<file path="config.mk">
export PLATFORM = sky130hd
export DESIGN_NAME = phy_link
export DESIGN_NICKNAME = d
export VERILOG_FILES = /design/src/verilog/phy_link_pkg.sv /design/src/verilog/rx_align_if.sv /design/src/verilog/bit_counter.sv /design/src/verilog/par_to_serial.sv /design/src/verilog/phy_link.sv /design/src/verilog/rx_sync_fsm.sv /design/src/verilog/serial_to_par.sv
export VERILOG_INCLUDE_DIRS = /design/src /design/src/verilog
export SDC_FILE = /design/constraint.sdc
export NUM_CORES = 1
export LEC_CHECK = 0
export BUFFER_PORTS_ARGS = -buffer_cell sky130_fd_sc_hd__buf_4
export CAP_MARGIN = 20
export CORE_UTILIZATION = 54
export DETAILED_ROUTE_END_ITERATION = 12
export PLACE_DENSITY = 0.79
export SETUP_SLACK_MARGIN = 0.1
export SLEW_MARGIN = 20
export SYNTH_ARGS = -nofsm -noshare
export SYNTH_HDL_FRONTEND = slang
export SYNTH_SLANG_ARGS = --single-unit
</file>
<file path="constraint.sdc">
create_clock -name clk_32f -period 2.8 [get_ports clk_32f]
set_clock_uncertainty 0.2 [all_clocks]
set_input_delay 0.56 -clock clk_32f [delete_from_list [all_inputs] [get_ports clk_32f]]
set_output_delay 0.56 -clock clk_32f [all_outputs]
set_load 0.005 [all_outputs]
</file>
<file path="src/verilog/phy_link_defines.svh">
`ifndef PHY_LINK_DEFINES_SVH
`define PHY_LINK_DEFINES_SVH

// idle / alignment symbol sent when no data is offered
`define COMMA_SYMBOL 8'hBC

// bits per symbol on the serial line
`define BYTE_WIDTH 8

// bit position counter width, log2 of BYTE_WIDTH
`define BIT_CNT_WIDTH 3

// commas on consecutive boundaries before the link is declared active
`define LOCK_COUNT 4

`endif

</file>
<file path="src/verilog/phy_link_pkg.sv">
`default_nettype none

package phy_link_pkg;

    //////////////////////////////
    // receive synchronizer
    //////////////////////////////

    // hunt for a comma, confirm it on byte boundaries, then pass data
    typedef enum logic [1:0] {
        sync_hunt   = 2'd0,
        sync_check  = 2'd1,
        sync_active = 2'd2
    } sync_state_t;

    //////////////////////////////
    // symbols on the line
    //////////////////////////////

    // what a byte slot carries
    typedef enum logic {
        sym_data  = 1'b0,
        sym_comma = 1'b1
    } symbol_kind_t;

endpackage

`default_nettype wire

</file>
<file path="src/verilog/rx_align_if.sv">
`timescale 1ns/10ps
`default_nettype none

`include "phy_link_defines.svh"

interface rx_align_if;

    // last eight received bits, newest in bit 0
    logic [`BYTE_WIDTH-1:0] word;
    logic                   comma_hit;
    // byte boundary from the receive counter
    logic                   byte_tick;
    // move the byte boundary to the current window
    logic                   realign;

    modport shifter (
        output word,
        output comma_hit
    );

    modport counter (
        input  realign,
        output byte_tick
    );

    modport sync (
        input  word,
        input  comma_hit,
        input  byte_tick,
        output realign
    );

endinterface

`default_nettype wire

</file>
<file path="src/verilog/bit_counter.sv">
`timescale 1ns/10ps
`default_nettype none

`include "phy_link_defines.svh"

module bit_counter (
    input  logic clk_32f,
    input  logic reset,
    input  logic realign,
    output logic byte_tick
);

    logic [`BIT_CNT_WIDTH-1:0] count;

    // position zero marks the byte slot
    assign byte_tick = (count == '0);

    always_ff @(posedge clk_32f) begin
        if (reset) begin
            count <= '0;
        end else if (realign) begin
            // current cycle becomes position zero
            count <= `BIT_CNT_WIDTH'(1);
        end else if (count == `BIT_CNT_WIDTH'(`BYTE_WIDTH - 1)) begin
            count <= '0;
        end else begin
            count <= count + 1'b1;
        end
    end

endmodule

`default_nettype wire

</file>
<file path="src/verilog/par_to_serial.sv">
`timescale 1ns/10ps
`default_nettype none

`include "phy_link_defines.svh"

module par_to_serial (
    input  logic       clk_32f,
    input  logic       reset,
    input  logic       byte_tick,
    input  logic [7:0] data_in,
    input  logic       valid_in,
    output logic       serial_out
);

    import phy_link_pkg::*;

    symbol_kind_t           load_kind;
    logic [`BYTE_WIDTH-1:0] load_byte;
    logic [`BYTE_WIDTH-1:0] shift_reg;

    //////////////////////////////
    // symbol selection
    //////////////////////////////

    // an empty slot still has to carry something, so send the comma
    assign load_kind = valid_in ? sym_data : sym_comma;
    assign load_byte = (load_kind == sym_data) ? data_in : `COMMA_SYMBOL;

    //////////////////////////////
    // msb first shifter
    //////////////////////////////

    always_ff @(posedge clk_32f) begin
        if (reset) begin
            // line idles on the comma
            shift_reg <= `COMMA_SYMBOL;
        end else if (byte_tick) begin
            shift_reg <= load_byte;
        end else begin
            shift_reg <= {shift_reg[`BYTE_WIDTH-2:0], 1'b0};
        end
    end

    assign serial_out = shift_reg[`BYTE_WIDTH-1];

endmodule

`default_nettype wire

</file>
<file path="src/verilog/phy_link.sv">
`timescale 1ns/10ps
`default_nettype none

module phy_link (
    input  logic       clk_32f,
    input  logic       reset,
    // transmit side
    input  logic [7:0] data_in,
    input  logic       valid_in,
    output logic       serial_out,
    // receive side
    input  logic       serial_in,
    output logic [7:0] data_out,
    output logic       valid_out,
    output logic       active
);

    logic tx_byte_tick;

    rx_align_if rx_align ();

    //////////////////////////////
    // transmit path
    //////////////////////////////

    // free running byte slots, never realigned
    bit_counter tx_counter (
        .clk_32f   (clk_32f),
        .reset     (reset),
        .realign   (1'b0),
        .byte_tick (tx_byte_tick)
    );

    par_to_serial tx_serializer (
        .clk_32f    (clk_32f),
        .reset      (reset),
        .byte_tick  (tx_byte_tick),
        .data_in    (data_in),
        .valid_in   (valid_in),
        .serial_out (serial_out)
    );

    //////////////////////////////
    // receive path
    //////////////////////////////

    serial_to_par rx_shifter (
        .clk_32f   (clk_32f),
        .reset     (reset),
        .serial_in (serial_in),
        .align     (rx_align.shifter)
    );

    // boundary follows the comma found by the synchronizer
    bit_counter rx_counter (
        .clk_32f   (clk_32f),
        .reset     (reset),
        .realign   (rx_align.realign),
        .byte_tick (rx_align.byte_tick)
    );

    rx_sync_fsm rx_sync (
        .clk_32f   (clk_32f),
        .reset     (reset),
        .align     (rx_align.sync),
        .data_out  (data_out),
        .valid_out (valid_out),
        .active    (active)
    );

endmodule

`default_nettype wire

</file>
<file path="src/verilog/rx_sync_fsm.sv">
`timescale 1ns/10ps
`default_nettype none

`include "phy_link_defines.svh"

module rx_sync_fsm (
    input  logic       clk_32f,
    input  logic       reset,
    rx_align_if.sync   align,
    output logic [7:0] data_out,
    output logic       valid_out,
    output logic       active
);

    import phy_link_pkg::*;

    localparam int LOCK_W = $clog2(`LOCK_COUNT + 1);

    sync_state_t  state;
    symbol_kind_t word_kind;
    logic [LOCK_W-1:0] lock_cnt;

    assign word_kind = align.comma_hit ? sym_comma : sym_data;

    // first comma seen while hunting defines the byte boundary
    assign align.realign = (state == sync_hunt) && (word_kind == sym_comma);

    assign active = (state == sync_active);

    //////////////////////////////
    // lock state machine
    //////////////////////////////

    always_ff @(posedge clk_32f) begin
        if (reset) begin
            state    <= sync_hunt;
            lock_cnt <= '0;
        end else begin
            case (state)
                sync_hunt: begin
                    if (word_kind == sym_comma) begin
                        lock_cnt <= LOCK_W'(1);
                        state    <= sync_check;
                    end
                end
                sync_check: begin
                    if (align.byte_tick) begin
                        if (word_kind != sym_comma) begin
                            // boundary was a false hit
                            lock_cnt <= '0;
                            state    <= sync_hunt;
                        end else if (lock_cnt == LOCK_W'(`LOCK_COUNT - 1)) begin
                            lock_cnt <= lock_cnt + 1'b1;
                            state    <= sync_active;
                        end else begin
                            lock_cnt <= lock_cnt + 1'b1;
                        end
                    end
                end
                sync_active: begin
                    // lock is held once reached
                    state <= sync_active;
                end
                default: begin
                    state <= sync_hunt;
                end
            endcase
        end
    end

    //////////////////////////////
    // data delivery
    //////////////////////////////

    always_ff @(posedge clk_32f) begin
        if (reset) begin
            valid_out <= 1'b0;
        end else begin
            valid_out <= active && align.byte_tick && (word_kind == sym_data);
        end
    end

    // payload only, qualified by valid_out
    always_ff @(posedge clk_32f) begin
        if (active && align.byte_tick && (word_kind == sym_data)) begin
            data_out <= align.word;
        end
    end

endmodule

`default_nettype wire

</file>
<file path="src/verilog/serial_to_par.sv">
`timescale 1ns/10ps
`default_nettype none

`include "phy_link_defines.svh"

module serial_to_par (
    input  logic       clk_32f,
    input  logic       reset,
    input  logic       serial_in,
    rx_align_if.shifter align
);

    logic [`BYTE_WIDTH-1:0] shift_reg;

    //////////////////////////////
    // receive window
    //////////////////////////////

    // one bit per clock, oldest bit falls off the top
    always_ff @(posedge clk_32f) begin
        if (reset) begin
            shift_reg <= '0;
        end else begin
            shift_reg <= {shift_reg[`BYTE_WIDTH-2:0], serial_in};
        end
    end

    assign align.word = shift_reg;

    // comma at whatever offset the window currently sits
    assign align.comma_hit = (shift_reg == `COMMA_SYMBOL);

endmodule

`default_nettype wire
</file>
==> results of run 1 <==
per-stage QoR:
step	cell area (µm²)	worst slack (ps)	utilization, %	total power (µW)
6_report	1640	869	66.3	909
3_5_place_dp	1580	1050	63.9	645
2_1_floorplan	1420	770	-	619
4_1_cts	1640	850	66.3	922
3_3_place_gp	1580	1130	63.9	640
5_1_grt	1640	772	66.3	955
cells in the final DEF (no fill, tap or decap), drive strengths merged, types with 4 or more instances in the layout:
master and instances:
a21oi 4, buf 23, clkbuf 7, dfxtp 28
edfxtp 8, ha 8, inv 8, nand2 4
nor2 7, nor2b 9, nor3 4, nor3b 8
o21bai 5
cell type report:
| cell class | instances | area share, % |
|---|---|---|
| Clock buffer | 7 | 3.35 |
| Sequential cell | 36 | 48.8 |
| Clock inverter | 1 | 0.229 |
| Tap cell | 30 | 2.29 |
| Multi-Input combinational cell | 75 | 33.0 |
| Timing Repair Buffer | 23 | 10.5 |
| Inverter | 8 | 1.83 |
worst reg2reg max path, stage by stage (launching register included):
cell and delay (ps):
dfxtp_1 350, and4bb_1 310, and2_1 220, nor3_1 220, buf_4 220
power groups by stage:
stage	clock network [µW]	logic, µW	registers, µW
after floorplan	0	52.9	566
after global placement	0	72.6	567
after detailed placement	0	76.5	568
after CTS	289	77.2	557
after global routing	311	85.1	559
final	277	76.0	556
worst paths after layout:
check	end	startpoint	slack (ps)	cells after the start
worst max-delay path	active	rx_sync.state[0]	870	3
worst min-delay path	rx_shifter.align.word[0]	serial_in	230	2
worst max register to register	rx_sync.data_out[6]	rx_shifter.align.word[0]	1000	4
worst min register to register	tx_serializer.shift_reg[1]	tx_serializer.shift_reg[0]	240	2
logic make-up (layout without fill, tap and decap cells):
family	count (synthesis)	count (layout)	synth area share (%)
AND/OR/NAND/NOR	50	50	21.9
flip-flops	36	36	56.6
buffers and inverters	15	39	5.13
AO/OA/AOI/OAI	14	14	6.90
adder cells (fa/ha/maj)	8	8	7.07
multiplexers	3	3	2.39
metal layers:
layer,part of all wire [%],up-vias,track usage [%]
li1,-,483,-
met1,43,444,19.1
met2,50,23,31.4
met3,4.9,5,6.03
met4,2.2,0,14.5
met5,0,-,0
==> impl_metrics.json, run 1 <==
{
  "outcome": "finished, final reports clean",
  "die_area_um2": 2830,
  "wl_per_cell_um": 12.7,
  "critPathCaptureType": "output pin",
  "multi_input_area_um2": 542,
  "drtAntennaViolNets": 0,
  "grt_remaining_overflow": 0,
  "fmax_mhz": 518,
  "cp.required_ps": 2040,
  "cts_resized": 0,
  "synth_nets": 146,
  "ys.flop_type": "dfxtp_1",
  "cp_slowest_cell": "dfxtp_1",
  "vias_per_cell": 5.31,
  "ys_types": 30,
  "drive_above_1_share_pct": 22.7,
  "routed_wl_mm": 2.29,
  "syn2layout_area_growth_pct": 16.0,
  "nets": 169,
  "yosysSeqAreaShare_pct": 56.6,
  "cts_tree": "done",
  "p_clk_share_pct": 30.4,
  "yosys_warnings": 0,
  "cts_buffers": 5,
  "post-cts-setup-buffer-count": 0,
  "core_area_um2": 2480,
  "grt_pass1_vias": 877,
  "synthesis.area_um2": 1420,
  "pwr_density_cell_nw_per_um2": 554,
  "tns_ps": 0,
  "yosys_register_bits": 36,
  "num_antenna_cells": 0,
  "gp_congestion": 0.741,
  "via_count": 955,
  "switching_share_pct": 22.4,
  "dpl.cell_count": 172,
  "crit_family": "flip-flops",
  "stdcell_count": 180,
  "p_switching_uw": 203,
  "post-synth-top-count-cell": "dfxtp_1",
  "holdBufCountCts": 0,
  "placementRows": 18,
  "postSynthCellCount": 126,
  "grt_max_degree": 30,
  "combPwrFrac_pct": 8.4,
  "p_leak_uw": 0.000694,
  "drt_iter0_drc": 31,
  "setup_viol": 0,
  "synth_top_cell_area_share_pct": 39.6,
  "cap_violations": 0,
  "root_buffer": "clkbuf_4",
  "p_seq_share_pct": 61.2,
  "intPower_uw": 705,
  "cp_cell_sequence": "nand2b_1, inv_1, buf_4",
  "place.port_buffers": 22,
  "start_util_pct": 57.1,
  "synth.area.top_cells": "dfxtp_1, edfxtp_1, ha_1",
  "die_w_um": 53.2,
  "avgSynthCellArea_um2": 11.2,
  "crit_fanout": 7,
  "yosysTopAreaCell": "dfxtp_1",
  "timing.hold.ws_ps": 226,
  "rsz0062_at_grt": "no",
  "hpwl_mm": 1.62,
  "synth_edf_count": 8,
  "cts_max_level": 2,
  "hold_viol_final": 0,
  "track_usage_pct": 18.8,
  "drv_slew": 0,
  "antenna_found_initial": 0,
  "synth_commonest_cells": "dfxtp_1, nor2b_1",
  "min_period_ps": 1930,
  "fin_crit_sh_pct": 68.9,
  "critical_path_class": "register to output pin",
  "clk_latency_ps": 340,
  "ff_latch_area_um2": 801,
  "drcViolationCount": 0,
  "io-pin-count": 23,
  "cts_buffer_depth": 2,
  "hp-class": "input pin to register",
  "slowest_delay_ps": 430,
  "die_h_um": 53.2,
  "cp_data_arrival_time_ps": 1170,
  "fillers": 196,
  "crit_path_start_kind": "register",
  "grt_first_pass_wirelength_mm": 3.57,
  "ir_drop_uv": 430,
  "ys_async_sr_fraction_pct": 0,
  "relSlewSlack_pct": 70.4,
  "path_clk_slew_ps": 100,
  "drt-pass1-iter-count": 6,
  "crit_buf_inv": 2,
  "cts.sinks": 36,
  "worst_pin_slew_ps": 444
}
Power figures use the tool's default switching activity.
==> run 2, diff against run 1 <==
- CORE_UTILIZATION: 54 -> 49
- PLACE_DENSITY: 0.79 -> 0.76
- clock period: 2.8 -> 1.7 ns (I/O delays scaled with it)
==> run 2 against run 1 <==
Compared with the run above:
- sequential power rose by 65%
- core utilization fell by 1.1 points
- combinational power rose by 110%
- largest cell class unchanged
- highest routed layer unchanged
==> impl_metrics.json, run 2 (synthesized netlist as in run 1, its figures left out) <==
{
  "drcViolationCount": 0,
  "track_usage_pct": 17.4,
  "drt-pass1-iter-count": 4,
  "place.port_buffers": 22,
  "gp_congestion": 0.804,
  "crit_path_start_kind": "register",
  "nets": 177,
  "vias_per_cell": 5.24,
  "hpwl_mm": 1.61,
  "ir_drop_uv": 793,
  "via_count": 990,
  "placementRows": 19,
  "worst_pin_slew_ps": 285,
  "critical_path_class": "register to register",
  "die_h_um": 55.7,
  "cts_buffers": 5,
  "pwr_density_cell_nw_per_um2": 844,
  "die_area_um2": 3110,
  "cts_tree": "done",
  "io-pin-count": 23,
  "hp-class": "input pin to register",
  "r2r_cells": 5,
  "stdcell_area_um2": 1800,
  "path_clk_slew_ps": 100,
  "drtAntennaViolNets": 0,
  "cts.sinks": 36,
  "grt_first_pass_wirelength_mm": 4.13,
  "cap_violations": 0,
  "p_switching_uw": 369,
  "syn2layout_area_growth_pct": 27.0,
  "ff2ff_setup_slack_ps": 90,
  "cp_data_arrival_time_ps": 1640,
  "min_from": "serial_in",
  "r2r_end": "rx_sync.lock_cnt[1]",
  "clk_latency_ps": 340,
  "crit_fanout": 3,
  "mostFrequentLayoutCell": "buf_4",
  "crit_end": "rx_sync.lock_cnt[1]",
  "switching_share_pct": 24.4,
  "gr-max-usage-layer": "met2",
  "dpl.cell_count": 177,
  "root_buffer": "clkbuf_4",
  "grt_remaining_overflow": 0,
  "min_period_ps": 1610,
  "grt_max_degree": 30,
  "p_seq_share_pct": 60.5,
  "cp_slowest_cell": "dfxtp_2",
  "die_w_um": 55.7,
  "drt_iter0_drc": 19,
  "drive_above_1_share_pct": 38.6,
  "cts_buffer_depth": 2,
  "met1_usage_pct": 19.4,
  "place_area_um2": 1630,
  "core_area_um2": 2760,
  "cp.required_ps": 1730,
  "drv_slew": 0,
  "combPwrFrac_pct": 10.6,
  "num_antenna_cells": 0,
  "final_cell_mix": "buf_4, dfxtp_1, nor2b_1",
  "start_util_pct": 51.3,
  "startpoint": "rx_counter.count[1]",
  "outcome": "finished, final reports clean",
  "cts_max_level": 2,
  "relSlewSlack_pct": 81.0,
  "antenna_found_initial": 0,
  "rsz0062_at_grt": "yes",
  "critPathCaptureType": "register",
  "setup_viol": 0,
  "intPower_uw": 1150,
  "r2r_start": "rx_counter.count[1]",
  "routed_wl_mm": 2.66,
  "hold_viol_final": 0,
  "grt_pass1_vias": 976,
  "met2_usage_pct": 29.3,
  "fmax_mhz": 623,
  "wl_per_cell_um": 14.1,
  "use_met3_pct": 6.98,
  "p_leak_uw": 0.000750,
  "fin_crit_sh_pct": 94.4,
  "p_clk_share_pct": 29.0,
  "slowest_delay_ps": 340,
  "cp_cell_sequence": "inv_2, ha_4, nor3b_4, and2_4, mux2_4",
  "stdcell_count": 189
}
run 2: cell types whose count changed in the layout (fill, tap and decap cells not counted), moves of 3 or more:
cell     change
inv_2        +3
dfxtp_1      -7
buf_4        +6
inv_1        -3
dfxtp_2      +5
run 2: how the worst min path moves through the flow:
stage / to / cells past startpoint / slack, ps
global placement: rx_sync.data_out[7] / 0 / 210
CTS: rx_shifter.align.word[0] / 2 / 5
global route: rx_shifter.align.word[0] / 2 / -2
floorplan: rx_sync.data_out[7] / 0 / 200
detailed placement: rx_sync.data_out[7] / 0 / 220
finish: rx_shifter.align.word[0] / 2 / 6
run 2: critical path: cells and delay by family, from the launching register on:
| family | cells | cell delay, ps |
|---|---|---|
| flops | 1 | 340 |
| mux | 1 | 300 |
| buf+inv | 1 | 60 |
| simple gates | 2 | 440 |
| fa+ha+maj | 1 | 150 |
run 2: area by class of cell:
cell class | instances | area (µm²)
clock buffer | 7 | 45.0
sequential | 36 | 815
tap | 31 | 38.8
clock inverter | 1 | 5.00
multi-input combinational | 75 | 623
fill | 215 | 961
timing repair buffer | 31 | 240
inverter | 8 | 30.0
run 2: repair_timing:
action                                  CTS  global route
buffers inserted                          3             2
pin swaps                                 1             5
gates resized for setup                   8            18
hold buffers                              0             0
endpoints found under the setup margin   12            12
run 2: per-layer routing:
metal  up-vias  share of wire, %  wire length, µm
met1       466                45             1190
met3         5               3.7               99
li1        501                 -                -
met5         -                 0                0
met2        18                50             1340
met4         0               1.4               36
run 2: power groups by stage:
stage          sequential [µW]  clock [µW]  combinational (µW)
2_1_floorplan              933           0                89.2
3_3_place_gp               934           0                 132
3_5_place_dp               936           0                 138
4_1_cts                    916         439                 143
5_1_grt                    920         470                 181
6_report                   917         439                 160
run 2: through the flow:
| stage | utilization (%) | setup TNS [ps] | setup WS [ps] | power, µW | hold slack, ps |
|---|---|---|---|---|---|
| CTS | 62.6 | 0 | 43.0 | 1500 | 4.71 |
| global route | 65.2 | 0 | 42.9 | 1570 | -1.69 |
| global placement | 59.0 | 0 | 73.8 | 1070 | 210 |
| finish | 65.2 | 0 | 94.5 | 1520 | 5.61 |
| floorplan | - | 0 | 117 | 1020 | 201 |
| detailed placement | 59.0 | -39.3 | -20.6 | 1070 | 216 |
==> run 3, diff against run 2 <==
- HOLD_SLACK_MARGIN: unset -> 0.15
==> run 3 against run 2 <==
Compared with the run above:
- die area did not move
- core utilization up 4.0 points
- sequential power is essentially flat
- power rose by 1.2%
- final cell count increased by 5.8%
- global-route usage rose by 0.74 points
- register-to-register slack barely moved
- largest cell class unchanged
==> impl_metrics.json, run 3 (synthesized netlist as in run 1, its figures left out) <==
{
  "outcome": "finished, final reports clean",
  "crit_fanout": 3,
  "routed_wl_mm": 2.85,
  "num_antenna_cells": 0,
  "antenna_found_initial": 0,
  "nets": 188,
  "holdPathEnd": "rx_shifter.align.word[4]",
  "dpl.cell_count": 177,
  "path_clk_slew_ps": 120,
  "die_h_um": 55.7,
  "place_area_um2": 1630,
  "cp.required_ps": 1730,
  "track_usage_pct": 18.2,
  "hold_path_depth": 2,
  "core_area_um2": 2760,
  "drt_iter0_drc": 11,
  "hp-class": "input pin to register",
  "io-pin-count": 23,
  "ir_drop_uv": 776,
  "stdcell_area_um2": 1910,
  "drtAntennaViolNets": 0,
  "post-place-ws_ps": -20.6,
  "combPwrFrac_pct": 12.0,
  "cp_cell_sequence": "inv_2, ha_4, nor3b_4, and2_4, mux2_4",
  "root_buffer": "clkbuf_4",
  "fin_crit_sh_pct": 94.5,
  "final_cell_mix": "buf_4, dfxtp_1, dlygate4sd3_1",
  "final_util_pct": 69.2,
  "rsz0062_at_grt": "yes",
  "r2r_start": "rx_counter.count[1]",
  "via_count": 1046,
  "fin_ws_ps": 92.7,
  "drive_above_1_share_pct": 36.7,
  "min_from": "reset",
  "cts.sinks": 36,
  "cp_slowest_cell": "dfxtp_2",
  "switching_share_pct": 24.2,
  "crit_path_start_kind": "register",
  "pwr_density_cell_nw_per_um2": 804,
  "stdcell_count": 200,
  "r2r_cells": 5,
  "cts_buffer_depth": 2,
  "grt_first_pass_wirelength_mm": 4.31,
  "hold_viol_final": 0,
  "vias_per_cell": 5.23,
  "grt_pass1_vias": 1019,
  "drt-pass1-iter-count": 5,
  "cts_max_level": 2,
  "grt_remaining_overflow": 0,
  "mostFrequentLayoutCell": "buf_4",
  "cts_tree": "done",
  "clk_latency_ps": 350,
  "syn2layout_area_growth_pct": 34.8,
  "intPower_uw": 1160,
  "fmax_mhz": 622,
  "grt_max_degree": 30,
  "p_clk_share_pct": 28.3,
  "wl_per_cell_um": 14.2,
  "start_util_pct": 51.3,
  "cap_violations": 0,
  "gp_congestion": 0.804,
  "ff2ff_setup_slack_ps": 90,
  "p_leak_uw": 0.000796,
  "critical_path_class": "register to register",
  "cts_buffers": 5,
  "die_area_um2": 3110,
  "drcViolationCount": 0,
  "worst_pin_slew_ps": 291,
  "fillers": 194,
  "p_seq_share_pct": 59.7,
  "critPathCaptureType": "register",
  "p_switching_uw": 371,
  "r2r_end": "rx_sync.lock_cnt[1]",
  "placementRows": 19,
  "setup_viol": 0,
  "slowest_delay_ps": 340,
  "relSlewSlack_pct": 80.5,
  "die_w_um": 55.7,
  "drv_slew": 0,
  "cp_data_arrival_time_ps": 1640,
  "min_period_ps": 1610,
  "hpwl_mm": 1.61,
  "place.port_buffers": 22
}
run 3: cell type report:
type | instances | area (µm²) | area share (%)
clock inverter | 1 | 5.00 | 0.262
sequential | 36 | 816 | 42.8
clock buffer | 7 | 45.0 | 2.36
multi-input combinational | 75 | 623 | 32.7
timing repair buffer | 42 | 350 | 18.4
tap | 31 | 38.8 | 2.03
inverter | 8 | 30.0 | 1.57
run 3: metal layers:
layer	vias up	GRT usage [%]	wire length, µm
met5	-	0	0
met4	0	7.14	40
met3	6	6.98	133
met2	32	31.2	1490
met1	488	20.3	1180
li1	520	-	-
run 3: worst max-delay path by stage:
stage / endpoint / start / depth (start not counted)
after floorplan: rx_sync.data_out[0] / rx_shifter.align.word[6] / 4
after global placement: rx_sync.lock_cnt[1] / rx_counter.count[0] / 5
after detailed placement: rx_sync.lock_cnt[1] / rx_counter.count[0] / 5
after CTS: active / rx_sync.state[0] / 4
after global routing: rx_sync.lock_cnt[1] / rx_counter.count[1] / 5
final: rx_sync.lock_cnt[1] / rx_counter.count[1] / 5
run 3: timing repair:
item                                    4_1_cts  5_1_grt
hold endpoints to repair                     10        0
setup buffers                                 3        2
pin swaps                                     1        5
endpoints found under the setup margin       12       12
hold buffers                                 11        0
resized for setup                             8       19
run 3: power by group through the flow:
stage	Clock (µW)	Combinational [µW]	Sequential, µW
6_report	434	184	916
5_1_grt	469	204	920
4_1_cts	439	163	916
3_5_place_dp	0	138	936
3_3_place_gp	0	132	934
2_1_floorplan	0	89.2	933
run 3: through the flow:
stage / TNS, ps / hold WS (ps) / total power, µW
after floorplan: 0 / 201 / 1020
after global placement: 0 / 210 / 1070
after detailed placement: -39.3 / 216 / 1070
after CTS: 0 / 151 / 1520
after global routing: 0 / 165 / 1590
final: 0 / 156 / 1530
run 3: worst max-delay path, delay by kind of cell, from the launching register on:
kind | cells | cell delay, ps
adder cells (fa/ha/maj) | 1 | 160
flip-flops | 1 | 340
AND/OR/NAND/NOR | 2 | 440
buffers and inverters | 1 | 70
multiplexers | 1 | 300
